File: config.mk
export PLATFORM = sky130hd
export DESIGN_NAME = engine_pipeline_top
export DESIGN_NICKNAME = d
export VERILOG_FILES = /design/src/logic/engine_cfg_pkg.sv /design/src/logic/engine_types_pkg.sv /design/src/logic/engine_pipeline_top.sv /design/src/logic/packet_fifo.sv /design/src/logic/packet_lane.sv /design/src/logic/stage_delay_line.sv
export SDC_FILE = /design/constraint.sdc
export NUM_CORES = 2
export LEC_CHECK = 0
export BUFFER_PORTS_ARGS = -buffer_cell sky130_fd_sc_hd__buf_2
export CAP_MARGIN = 20
export CORE_MARGIN = 2
export CORE_UTILIZATION = 52
export CTS_BUF_LIST = sky130_fd_sc_hd__clkbuf_16
export DETAILED_ROUTE_END_ITERATION = 12
export PLACE_DENSITY = 0.74
export SYNTH_ARGS = -nofsm -noshare
export SYNTH_HDL_FRONTEND = slang
export SYNTH_SLANG_ARGS = --single-unit
File: constraint.sdc
create_clock -name ap_clk -period 8.1 [get_ports ap_clk]
set_clock_uncertainty 0.2 [all_clocks]
set_input_delay 0.81 -clock ap_clk [delete_from_list [all_inputs] [get_ports ap_clk]]
set_output_delay 0.81 -clock ap_clk [all_outputs]
set_load 0.02 [all_outputs]
File: src/logic/engine_cfg_pkg.sv
// Configuration constants of the engine stage
// FIFO depth and programmable-full threshold
// Delay line depth, packet field widths, counter width

package engine_cfg_pkg;

    // ----------------------------------------
    // FIFO sizing
    // ----------------------------------------
    localparam int unsigned fifo_depth       = 16;
    localparam int unsigned prog_thresh      = 8;
    localparam int unsigned fifo_count_width = 5;

    // Fixed latency of the delay line in each lane
    localparam int unsigned pipeline_stages  = 2;

    // Keep prog_thresh + pipeline_stages + 2 <= fifo_depth so the output FIFO
    // can take every packet still in flight once its prog_full rises

    // ----------------------------------------
    // Packet fields
    // ----------------------------------------
    localparam int unsigned meta_width       = 16;
    localparam int unsigned data_width       = 32;

endpackage : engine_cfg_pkg

File: src/logic/engine_types_pkg.sv
// Packed struct types shared by the engine stage
// Packet payload and valid-tagged packet
// Per-lane control inputs and registered status flags

package engine_types_pkg;

    import engine_cfg_pkg::*;

    // ----------------------------------------
    // Packets
    // ----------------------------------------

    // Routing metadata plus vertex data, 48 bits
    typedef struct packed {
        logic [meta_width-1:0] meta;
        logic [data_width-1:0] data;
    } packet_payload_t;

    // Payload with its valid strobe, 49 bits
    typedef struct packed {
        logic            valid;
        packet_payload_t payload;
    } packet_t;

    // ----------------------------------------
    // Lane control and status
    // ----------------------------------------

    // Downstream permission to drain the input FIFO, and output pop level
    typedef struct packed {
        logic drain_en;
        logic pop_en;
    } lane_ctrl_t;

    // FIFO flags as seen from outside, one cycle late
    typedef struct packed {
        logic in_empty;
        logic in_prog_full;
        logic out_empty;
        logic out_prog_full;
    } lane_status_t;

endpackage : engine_types_pkg

File: src/logic/engine_pipeline_top.sv
// Top level of the engine stage
// Registered reset copy for the internal logic
// Engine lane and memory lane
// Done flag from both lane idle signals

`timescale 1ns/10ps

module engine_pipeline_top
    import engine_types_pkg::*;
(
    input  logic         ap_clk,
    input  logic         areset_template_engine,
    input  packet_t      engine_in,
    input  packet_t      memory_in,
    input  lane_ctrl_t   engine_ctrl,
    input  lane_ctrl_t   memory_ctrl,
    output packet_t      engine_out,
    output packet_t      memory_out,
    output lane_status_t engine_status,
    output lane_status_t memory_status,
    output logic         done_out
);

    logic areset_reg;
    logic engine_idle;
    logic memory_idle;

    // Internal reset trails the port by one cycle
    always_ff @(posedge ap_clk) begin
        areset_reg <= areset_template_engine;
    end

    // ----------------------------------------
    // Lanes
    // ----------------------------------------

    // Engine responses in, engine requests out
    packet_lane u_engine_lane (
        .ap_clk                 (ap_clk),
        .areset_template_engine (areset_reg),
        .pkt_in                 (engine_in),
        .ctrl                   (engine_ctrl),
        .pkt_out                (engine_out),
        .status                 (engine_status),
        .idle                   (engine_idle)
    );

    // Memory responses in, memory requests out
    packet_lane u_memory_lane (
        .ap_clk                 (ap_clk),
        .areset_template_engine (areset_reg),
        .pkt_in                 (memory_in),
        .ctrl                   (memory_ctrl),
        .pkt_out                (memory_out),
        .status                 (memory_status),
        .idle                   (memory_idle)
    );

    // ----------------------------------------
    // Done
    // ----------------------------------------
    always_ff @(posedge ap_clk) begin
        if (areset_reg) begin
            done_out <= 1'b0;
        end else begin
            done_out <= engine_idle & memory_idle;
        end
    end

endmodule : engine_pipeline_top

File: src/logic/packet_fifo.sv
// Synchronous FIFO for packet payloads
// Circular buffer with read and write pointers and an occupancy counter
// Registered read data with a valid strobe
// Full, empty and programmable-full flags from the counter

`timescale 1ns/10ps

module packet_fifo
    import engine_cfg_pkg::*;
    import engine_types_pkg::*;
#(
    parameter int unsigned depth  = fifo_depth,
    parameter int unsigned thresh = prog_thresh
) (
    input  logic            ap_clk,
    input  logic            areset_template_engine,
    input  logic            wr_en,
    input  packet_payload_t din,
    input  logic            rd_en,
    output packet_payload_t dout,
    output logic            valid,
    output logic            empty,
    output logic            full,
    output logic            prog_full
);

    localparam int unsigned ptr_w = (depth > 1) ? $clog2(depth) : 1;

    // ----------------------------------------
    // Storage and pointers
    // ----------------------------------------
    packet_payload_t             mem [depth];
    logic [ptr_w-1:0]            wr_ptr;
    logic [ptr_w-1:0]            rd_ptr;
    logic [fifo_count_width-1:0] count;

    logic do_write;
    logic do_read;

    // Wrap at depth so non power of two sizes also work
    function automatic logic [ptr_w-1:0] next_ptr(input logic [ptr_w-1:0] ptr);
        if (ptr == ptr_w'(depth - 1)) begin
            return '0;
        end
        return ptr + 1'b1;
    endfunction

    // Requests that would over- or underflow are ignored
    assign do_write = wr_en & ~full;
    assign do_read  = rd_en & ~empty;

    // ----------------------------------------
    // Flags
    // ----------------------------------------
    assign empty     = (count == '0);
    assign full      = (count == fifo_count_width'(depth));
    assign prog_full = (count >= fifo_count_width'(thresh));

    always_ff @(posedge ap_clk) begin
        if (do_write) begin
            mem[wr_ptr] <= din;
        end
    end

    // Pointer and occupancy bookkeeping
    always_ff @(posedge ap_clk) begin
        if (areset_template_engine) begin
            wr_ptr <= '0;
            rd_ptr <= '0;
            count  <= '0;
        end else begin
            if (do_write) begin
                wr_ptr <= next_ptr(wr_ptr);
            end
            if (do_read) begin
                rd_ptr <= next_ptr(rd_ptr);
            end
            case ({do_write, do_read})
                2'b10:   count <= count + 1'b1;
                2'b01:   count <= count - 1'b1;
                default: count <= count;
            endcase
        end
    end

    // ----------------------------------------
    // Read port
    // ----------------------------------------
    always_ff @(posedge ap_clk) begin
        if (areset_template_engine) begin
            valid <= 1'b0;
        end else begin
            valid <= do_read;
        end
    end

    always_ff @(posedge ap_clk) begin
        if (do_read) begin
            dout <= mem[rd_ptr];
        end
    end

    // Upstream must have paused on prog_full well before this
    assert property (@(posedge ap_clk) disable iff (areset_template_engine)
        !(wr_en && full))
        else $error("packet_fifo: write while full, packet dropped");

    assert property (@(posedge ap_clk) disable iff (areset_template_engine)
        !(rd_en && empty))
        else $error("packet_fifo: read while empty");

endmodule : packet_fifo

File: src/logic/packet_lane.sv
// One packet lane of the engine stage
// Input register, input FIFO and gated drain
// Delay line into the output FIFO, popped packet register
// Registered status flags and lane idle

`timescale 1ns/10ps

module packet_lane
    import engine_types_pkg::*;
(
    input  logic         ap_clk,
    input  logic         areset_template_engine,
    input  packet_t      pkt_in,
    input  lane_ctrl_t   ctrl,
    output packet_t      pkt_out,
    output lane_status_t status,
    output logic         idle
);

    packet_t    pkt_reg;
    lane_ctrl_t ctrl_reg;

    packet_payload_t in_dout;
    logic            in_valid;
    logic            in_empty;
    logic            in_prog_full;
    logic            in_rd_en;

    packet_t fifo_pkt;
    packet_t dly_pkt;
    logic    dly_busy;

    packet_payload_t out_dout;
    logic            out_valid;
    logic            out_empty;
    logic            out_full;
    logic            out_prog_full;
    logic            out_rd_en;

    // ----------------------------------------
    // Input side
    // ----------------------------------------
    always_ff @(posedge ap_clk) begin
        if (areset_template_engine) begin
            pkt_reg.valid <= 1'b0;
            ctrl_reg      <= '0;
        end else begin
            pkt_reg.valid <= pkt_in.valid;
            ctrl_reg      <= ctrl;
        end
    end

    always_ff @(posedge ap_clk) begin
        pkt_reg.payload <= pkt_in.payload;
    end

    // Drain only while the output FIFO still has slack
    assign in_rd_en = ~in_empty & ctrl_reg.drain_en & ~out_prog_full;

    packet_fifo u_in_fifo (
        .ap_clk                 (ap_clk),
        .areset_template_engine (areset_template_engine),
        .wr_en                  (pkt_reg.valid),
        .din                    (pkt_reg.payload),
        .rd_en                  (in_rd_en),
        .dout                   (in_dout),
        .valid                  (in_valid),
        .empty                  (in_empty),
        .full                   (),
        .prog_full              (in_prog_full)
    );

    // ----------------------------------------
    // Delay line and output FIFO
    // ----------------------------------------
    assign fifo_pkt.valid   = in_valid;
    assign fifo_pkt.payload = in_dout;

    stage_delay_line u_delay (
        .ap_clk                 (ap_clk),
        .areset_template_engine (areset_template_engine),
        .din                    (fifo_pkt),
        .dout                   (dly_pkt),
        .busy                   (dly_busy)
    );

    assign out_rd_en = ~out_empty & ctrl_reg.pop_en;

    packet_fifo u_out_fifo (
        .ap_clk                 (ap_clk),
        .areset_template_engine (areset_template_engine),
        .wr_en                  (dly_pkt.valid),
        .din                    (dly_pkt.payload),
        .rd_en                  (out_rd_en),
        .dout                   (out_dout),
        .valid                  (out_valid),
        .empty                  (out_empty),
        .full                   (out_full),
        .prog_full              (out_prog_full)
    );

    // ----------------------------------------
    // Registered outputs
    // ----------------------------------------
    always_ff @(posedge ap_clk) begin
        if (areset_template_engine) begin
            pkt_out.valid <= 1'b0;
            status        <= '{in_empty: 1'b1, in_prog_full: 1'b0,
                               out_empty: 1'b1, out_prog_full: 1'b0};
            idle          <= 1'b0;
        end else begin
            pkt_out.valid        <= out_valid;
            status.in_empty      <= in_empty;
            status.in_prog_full  <= in_prog_full;
            status.out_empty     <= out_empty;
            status.out_prog_full <= out_prog_full;
            // Also covers packets held in the registers between stages
            idle <= in_empty & out_empty & ~dly_busy
                    & ~pkt_reg.valid & ~in_valid & ~out_valid;
        end
    end

    always_ff @(posedge ap_clk) begin
        pkt_out.payload <= out_dout;
    end

    // Packets in flight after prog_full must fit in the remaining slack
    assert property (@(posedge ap_clk) disable iff (areset_template_engine)
        !(dly_pkt.valid && out_full))
        else $error("packet_lane: delay line pushed into full output FIFO");

endmodule : packet_lane

File: src/logic/stage_delay_line.sv
// Fixed-depth delay line for packets
// Register chain with reset valid bits and unreset payloads
// Busy flag while any stage holds a packet

`timescale 1ns/10ps

module stage_delay_line
    import engine_cfg_pkg::*;
    import engine_types_pkg::*;
#(
    parameter int unsigned stages = pipeline_stages
) (
    input  logic    ap_clk,
    input  logic    areset_template_engine,
    input  packet_t din,
    output packet_t dout,
    output logic    busy
);

    packet_t chain [stages];

    // Valid bits of the chain
    always_ff @(posedge ap_clk) begin
        if (areset_template_engine) begin
            for (int i = 0; i < stages; i++) begin
                chain[i].valid <= 1'b0;
            end
        end else begin
            chain[0].valid <= din.valid;
            for (int i = 1; i < stages; i++) begin
                chain[i].valid <= chain[i-1].valid;
            end
        end
    end

    // Payloads shift along unconditionally
    always_ff @(posedge ap_clk) begin
        chain[0].payload <= din.payload;
        for (int i = 1; i < stages; i++) begin
            chain[i].payload <= chain[i-1].payload;
        end
    end

    always_comb begin
        busy = 1'b0;
        for (int i = 0; i < stages; i++) begin
            busy = busy | chain[i].valid;
        end
    end

    assign dout = chain[stages-1];

endmodule : stage_delay_line

Word level (Yosys, flattened, before mapping) --
Memories as Yosys holds them, arrays and structs flattened. A register that Yosys moved wholly into a read port is not among the register bits. Cells that the tools add are included. W data, S select, Z words.
Operators by class: add/sub/neg operators 16, order comparisons 4, eq/ne operators 20, multiplexer cells 59, bitwise logic cells 49, reductions and logical operators 8
Operators by type and width (count):
- $mux W4 | 16
- $pmux W5 S2 | 4
- $mux W1 | 39
- $add A4 B1 Y4 const B | 8
- $eq A4 B4 Y1 const B | 8
- $and A1 B1 Y1 | 25
- $add A5 B1 Y5 const B | 4
- $eq A5 B5 Y1 const B | 4
- $ge A5 B4 Y1 const B | 4
- $logic_not A5 Y1 | 4
- $sub A5 B1 Y5 const B | 4
- $not A1 Y1 | 18
- $eq A2 B1 Y1 const B | 4
- $eq A2 B2 Y1 const B | 4
- $reduce_bool A2 Y1 | 4
- $or A1 B1 Y1 | 6
Storage, ports and cells: register bits 268, memory bits (writable) 3268, bits of input ports 104, output and inout bits 107, word-level logic and storage cells 206, memories 6
Memory list:
- u_engine_lane.u_in_fifo.mem | depth 16, width 48, read ports 1, clocked after memory_dff 1, write ports 1, RTL line packet_fifo.sv:32 | packet_payload_t mem [depth];
- u_engine_lane.u_out_fifo.mem | depth 16, width 48, read ports 1, clocked after memory_dff 1, write ports 1, RTL line packet_fifo.sv:32
- u_memory_lane.u_in_fifo.mem | depth 16, width 48, read ports 1, clocked after memory_dff 1, write ports 1, RTL line packet_fifo.sv:32
- u_memory_lane.u_out_fifo.mem | depth 16, width 48, read ports 1, clocked after memory_dff 1, write ports 1, RTL line packet_fifo.sv:32
- u_engine_lane.u_delay.chain | depth 2, width 49, read ports 2, clocked after memory_dff 0, write ports 2, RTL line stage_delay_line.sv:20 | packet_t chain [stages];
- u_memory_lane.u_delay.chain | depth 2, width 49, read ports 2, clocked after memory_dff 0, write ports 2, RTL line stage_delay_line.sv:20

Depth between registers and ports, before layout --
depth after elaboration 8, depth in mapped cells 10, gate-level depth less buffers 10

Cells and area by module --
From an unflattened synthesis, not the netlist that was laid out.
Unflattened totals: cells, all modules 5862, area, all modules 133169.0 µm²
Modules (own cells, without submodules):
- packet_fifo (u_engine_lane.u_in_fifo ...) | times used 2, cells an instance 1329, area each 31003.5 µm², seq. area each 24783.8 µm²
- packet_fifo (u_memory_lane.u_out_fifo) | times used 1, cells an instance 1336, area each 31033.5 µm², seq. area each 24783.8 µm²
- packet_fifo (u_engine_lane.u_out_fifo) | times used 1, cells an instance 1329, area each 31006.0 µm², seq. area each 24783.8 µm²
- stage_delay_line | times used 2, cells an instance 150, area each 2348.5 µm², seq. area each 1961.9 µm²
- packet_lane | times used 2, cells an instance 118, area each 2188.3 µm², seq. area each 2102.0 µm²
- engine_pipeline_top | times used 1, cells an instance 3, area each 48.8 µm², seq. area each 40.0 µm²

Worst setup path before layout --
Ideal clock, no wire load.
path type flip-flop to flip-flop, start point register u_engine_lane.u_in_fifo.count[0], end point memory u_engine_lane.u_in_fifo.mem[0][0] in the netlist's numbering (enable), library setup time 0.513 ns, arrival 4.157 ns, required time 7.387 ns, setup slack 3.230 ns, stages on the path, launching flop included 5, path buffers 0, period minus slack after synthesis 4.870 ns, cell sequence dfxtp_1 or3_4 o21a_1 nand2_1 nor3_1
On the way: word-level cells in the longest chain between the ends 5
Ends and longest elaborated chain:
- start: declaration | RTL line packet_fifo.sv:35 | logic [fifo_count_width-1:0] count;
- start signal: assignment | RTL line packet_fifo.sv:79 | 2'b10: count <= count + 1'b1;
- start signal: assignment | RTL line packet_fifo.sv:80 | 2'b01: count <= count - 1'b1;
- start signal: assignment | RTL line packet_fifo.sv:81 | default: count <= count;
- $eq A5 B5 Y1 | RTL line packet_fifo.sv:56 | assign full = (count == fifo_count_width'(depth));
- $not A1 Y1 | RTL line packet_fifo.sv:49 | assign do_write = wr_en & ~full;
- $and A1 B1 Y1 | RTL line packet_fifo.sv:49
- $mux W1 | RTL line packet_fifo.sv:60 | if (do_write) begin
- $mux W1 (implied by the code) | RTL line packet_fifo.sv:61 | mem[wr_ptr] <= din;
- end: declaration | RTL line packet_fifo.sv:32
No other way between the ends.

==> impl_metrics.toml <==
[outcome]
outcome = "completed"

[sta]
fin_tns_setup_ns = 0
finalHoldViolCount = 0
fin_crit_ns = 3.63
relSlewSlack_pct = 25.0
setup_viol = 0
rsz0062_at_grt = "false"
worstMarginPinSlew_ns = 1.12
fmax_mhz = 276
period_share_pct = 44.8
drv_slew = 0

[critical_path]
crit_required_ns = 8.63
worstSetupEndpointType = "flop"
cp_common_cell = "buf_4"
reg2reg_to = "u_engine_lane.u_out_fifo.dout[39]$_DFFE_PP_"
slowest_stage = "dfxtp_4"
path_delay_family = "buffers and inverters"
worst-r2r-cell-count = 5
cp_slowest_stage_delay_ns = 0.95
criticalPathCategory = "reg2reg"
start_kind = "flop"
path_cells = "buf_4, buf_4, mux4_2, a22oi_1, nand2_1"
crit_arrival_ns = 4.15
reg2reg_from = "u_engine_lane.u_out_fifo.rd_ptr[0]$_SDFFE_PP0P_"
critPathBufInv = 2
r2r_setup_slack_ns = 4.47
crit_fanout = 46

[global_routing]
grt.overflow.total = 0
grt.total_usage_pct = 22.5
grt_pass1_vias = 62567
met3_usage_pct = 4.30
grt_pass1_wl_um = 424000
grt_max_degree = 170
grt_util_met1_pct = 32.4
met2_usage_pct = 35.6
grt_antenna_before_repair = 42
busiest_layer = "met2"

[logic_synthesis]
netlist_instances = 5784
syn_nets = 5928
ys_seq_elements = 3728
yosysWarnings = 0
synth_top_area_share_pct = 74.0
syn_area_sq_mm = 0.132
syn_avg_cell_area_sq_um = 22.9
synth_edf_count = 3264
synthArstFlopShare_pct = 0
synth_ff_type = "edfxtp_1"
synthTopCellsByArea = "edfxtp_1 74%, mux4_2 13%, dfxtp_1 7.0%, a22oi_1 2.2%, nand2_1 0.67%"
synth_largest_area_cell = "edfxtp_1"
ys_seq_area_share_pct = 81.1
synth.distinct_cells = 47

[min_path]
min_to = "u_engine_lane.u_delay.chain[0][21]$_DFF_P_"
worstHoldPathCells = 0
hold_start = "u_engine_lane.u_in_fifo.dout[21]$_DFFE_PP_"
hold_path_class = "reg2reg"

[final_layout]
drive_gt1_share_pct = 25.8
area_growth_pct = 13.6
final_common_cell = "edfxtp_1"
layout.cells.non_filler = 9970
final_net_count = 6438
fillerInstances = 17178
final_cell_mix = "3264 x edfxtp_1, 768 x mux4_2, 455 x dfxtp_1"

[route]
dr.pass1.iters = 5
drt_first_iter_violations = 7514
vias = 60947
routed_wl_um = 292000
wl_per_cell_um = 29.2
via_per_inst = 6.11
drc = 0
final_antenna_net_count = 0

[clocking]
cts-root-buf = "clkbuf_16"
clkTransAtPathRegs_ns = 0.06
clkLatencyLatePin_ns = 0.98
cts_buffers = 375
cts_tree = "done"
clock_sinks = 3728
max-clock-path-buffers = 4
ctsResizeCount = 0
cts_max_level = 5
cts_setup_buffers = 0
holdBufCountCts = 103

[die]
core_area_sq_mm = 0.254
start_util_pct = 52.2
die_width_um = 509
ios = 211
core.rowCount = 185
dieArea_sq_mm = 0.259
die_y_um = 509

[power_and_ir_drop]
powerDensity_mw_per_mm2 = 258
p_leak_nw = 47.9
max-vdd-ir-drop_uv = 234

[run]
max-cap-violations = 0

[place]
place.gp.congestion = 0.758
placed_cells = 9179
detailed_place_hpwl_um = 136000
port_buffers = 210
==> kinds of logic after synthesis <==
logic type / after synthesis / synth area share [%]
AOI/OAI and AO/OA: 468 / 2.57
xor gates and xnor gates: 13 / 0.0860
adders and majority gates: 40 / 0.401
buffers and inverters: 305 / 1.23
DFF: 3728 / 81.1
muxes: 777 / 13.1
and+or+nand+nor: 453 / 1.51
==> routing by layer <==
metal  share of wire (%)  up-vias  wire length (um)
met4                 2.3       12              6590
met3                 9.1      450             26400
met5               0.029        -                84
met2                  49     3177            141000
met1                  40    32166            117000
li1                    -    25142                 -
==> worst max path at each step <==
stage,end,slack (ns),from,cells past startpoint
floorplan,u_engine_lane.u_in_fifo.mem[0][0]$_DFFE_PP_,3.23,u_engine_lane.u_in_fifo.count[0]$_SDFFE_PP0P_,4
global placement,u_engine_lane.u_out_fifo.dout[39]$_DFFE_PP_,4.39,u_engine_lane.u_out_fifo.rd_ptr[0]$_SDFFE_PP0P_,5
detailed placement,u_engine_lane.u_out_fifo.dout[7]$_DFFE_PP_,4.29,u_engine_lane.u_out_fifo.rd_ptr[0]$_SDFFE_PP0P_,5
CTS,u_engine_lane.u_out_fifo.dout[39]$_DFFE_PP_,4.34,u_engine_lane.u_out_fifo.rd_ptr[0]$_SDFFE_PP0P_,5
global route,u_engine_lane.u_out_fifo.dout[39]$_DFFE_PP_,4.06,u_engine_lane.u_out_fifo.rd_ptr[0]$_SDFFE_PP0P_,5
finish,u_engine_lane.u_out_fifo.dout[39]$_DFFE_PP_,4.47,u_engine_lane.u_out_fifo.rd_ptr[0]$_SDFFE_PP0P_,5
==> cell type report <==
cell class	count	area, sq um	area share (%)
clock buffers	380	9510	6.32
flip-flops and latches	3728	107000	71.4
well taps	3366	4210	2.80
repair buffers	416	2950	1.96
multi-input cells	1751	24000	15.9
inverters	22	82.6	0.0549
clock inverters	298	2320	1.54
diodes	9	22.5	0.0150
==> power by group <==
group	total, mW	internal [mW]	switching, mW
Sequential	21.4	21.1	0.342
Combinational	0.766	0.395	0.371
Clock	16.6	9.67	6.98
==> synthesized netlist by cell type, types with 6 or more instances <==
| cell | n |
|---|---|
| a21o_1 | 10 |
| a21oi_1 | 40 |
| a22oi_1 | 384 |
| and2_1 | 6 |
| buf_1 | 8 |
| buf_2 | 40 |
| buf_4 | 16 |
| buf_6 | 50 |
| clkbuf_1 | 169 |
| dfxtp_1 | 464 |
| edfxtp_1 | 3264 |
| ha_1 | 36 |
| inv_1 | 18 |
| mux2i_1 | 8 |
| mux4_2 | 768 |
| nand2_1 | 237 |
| nand2b_1 | 16 |
| nand3_1 | 13 |
| nor2_1 | 98 |
| nor2b_1 | 25 |
| nor3_1 | 19 |
| nor4_1 | 6 |
| o211ai_1 | 6 |
| o21ai_0 | 7 |
| or3_1 | 9 |
| or4_1 | 7 |
| xor2_1 | 10 |
==> metrics by stage <==
| step | instance area, sq um | setup WS (ns) | utilization [%] | power (mW) | hold WS, ns |
|---|---|---|---|---|---|
| global route | 150000 | 4.06 | 59.3 | 39.9 | 0.110 |
| detailed placement | 138000 | 4.29 | 54.2 | 22.6 | 0.112 |
| global placement | 138000 | 4.39 | 54.2 | 22.5 | 0.113 |
| finish | 150000 | 4.47 | 59.3 | 38.8 | 0.108 |
| floorplan | 132000 | 3.23 | - | 22.2 | 0.110 |
| CTS | 150000 | 4.34 | 59.3 | 39.1 | 0.101 |
No activity file was read; power rests on OpenSTA's default activity.
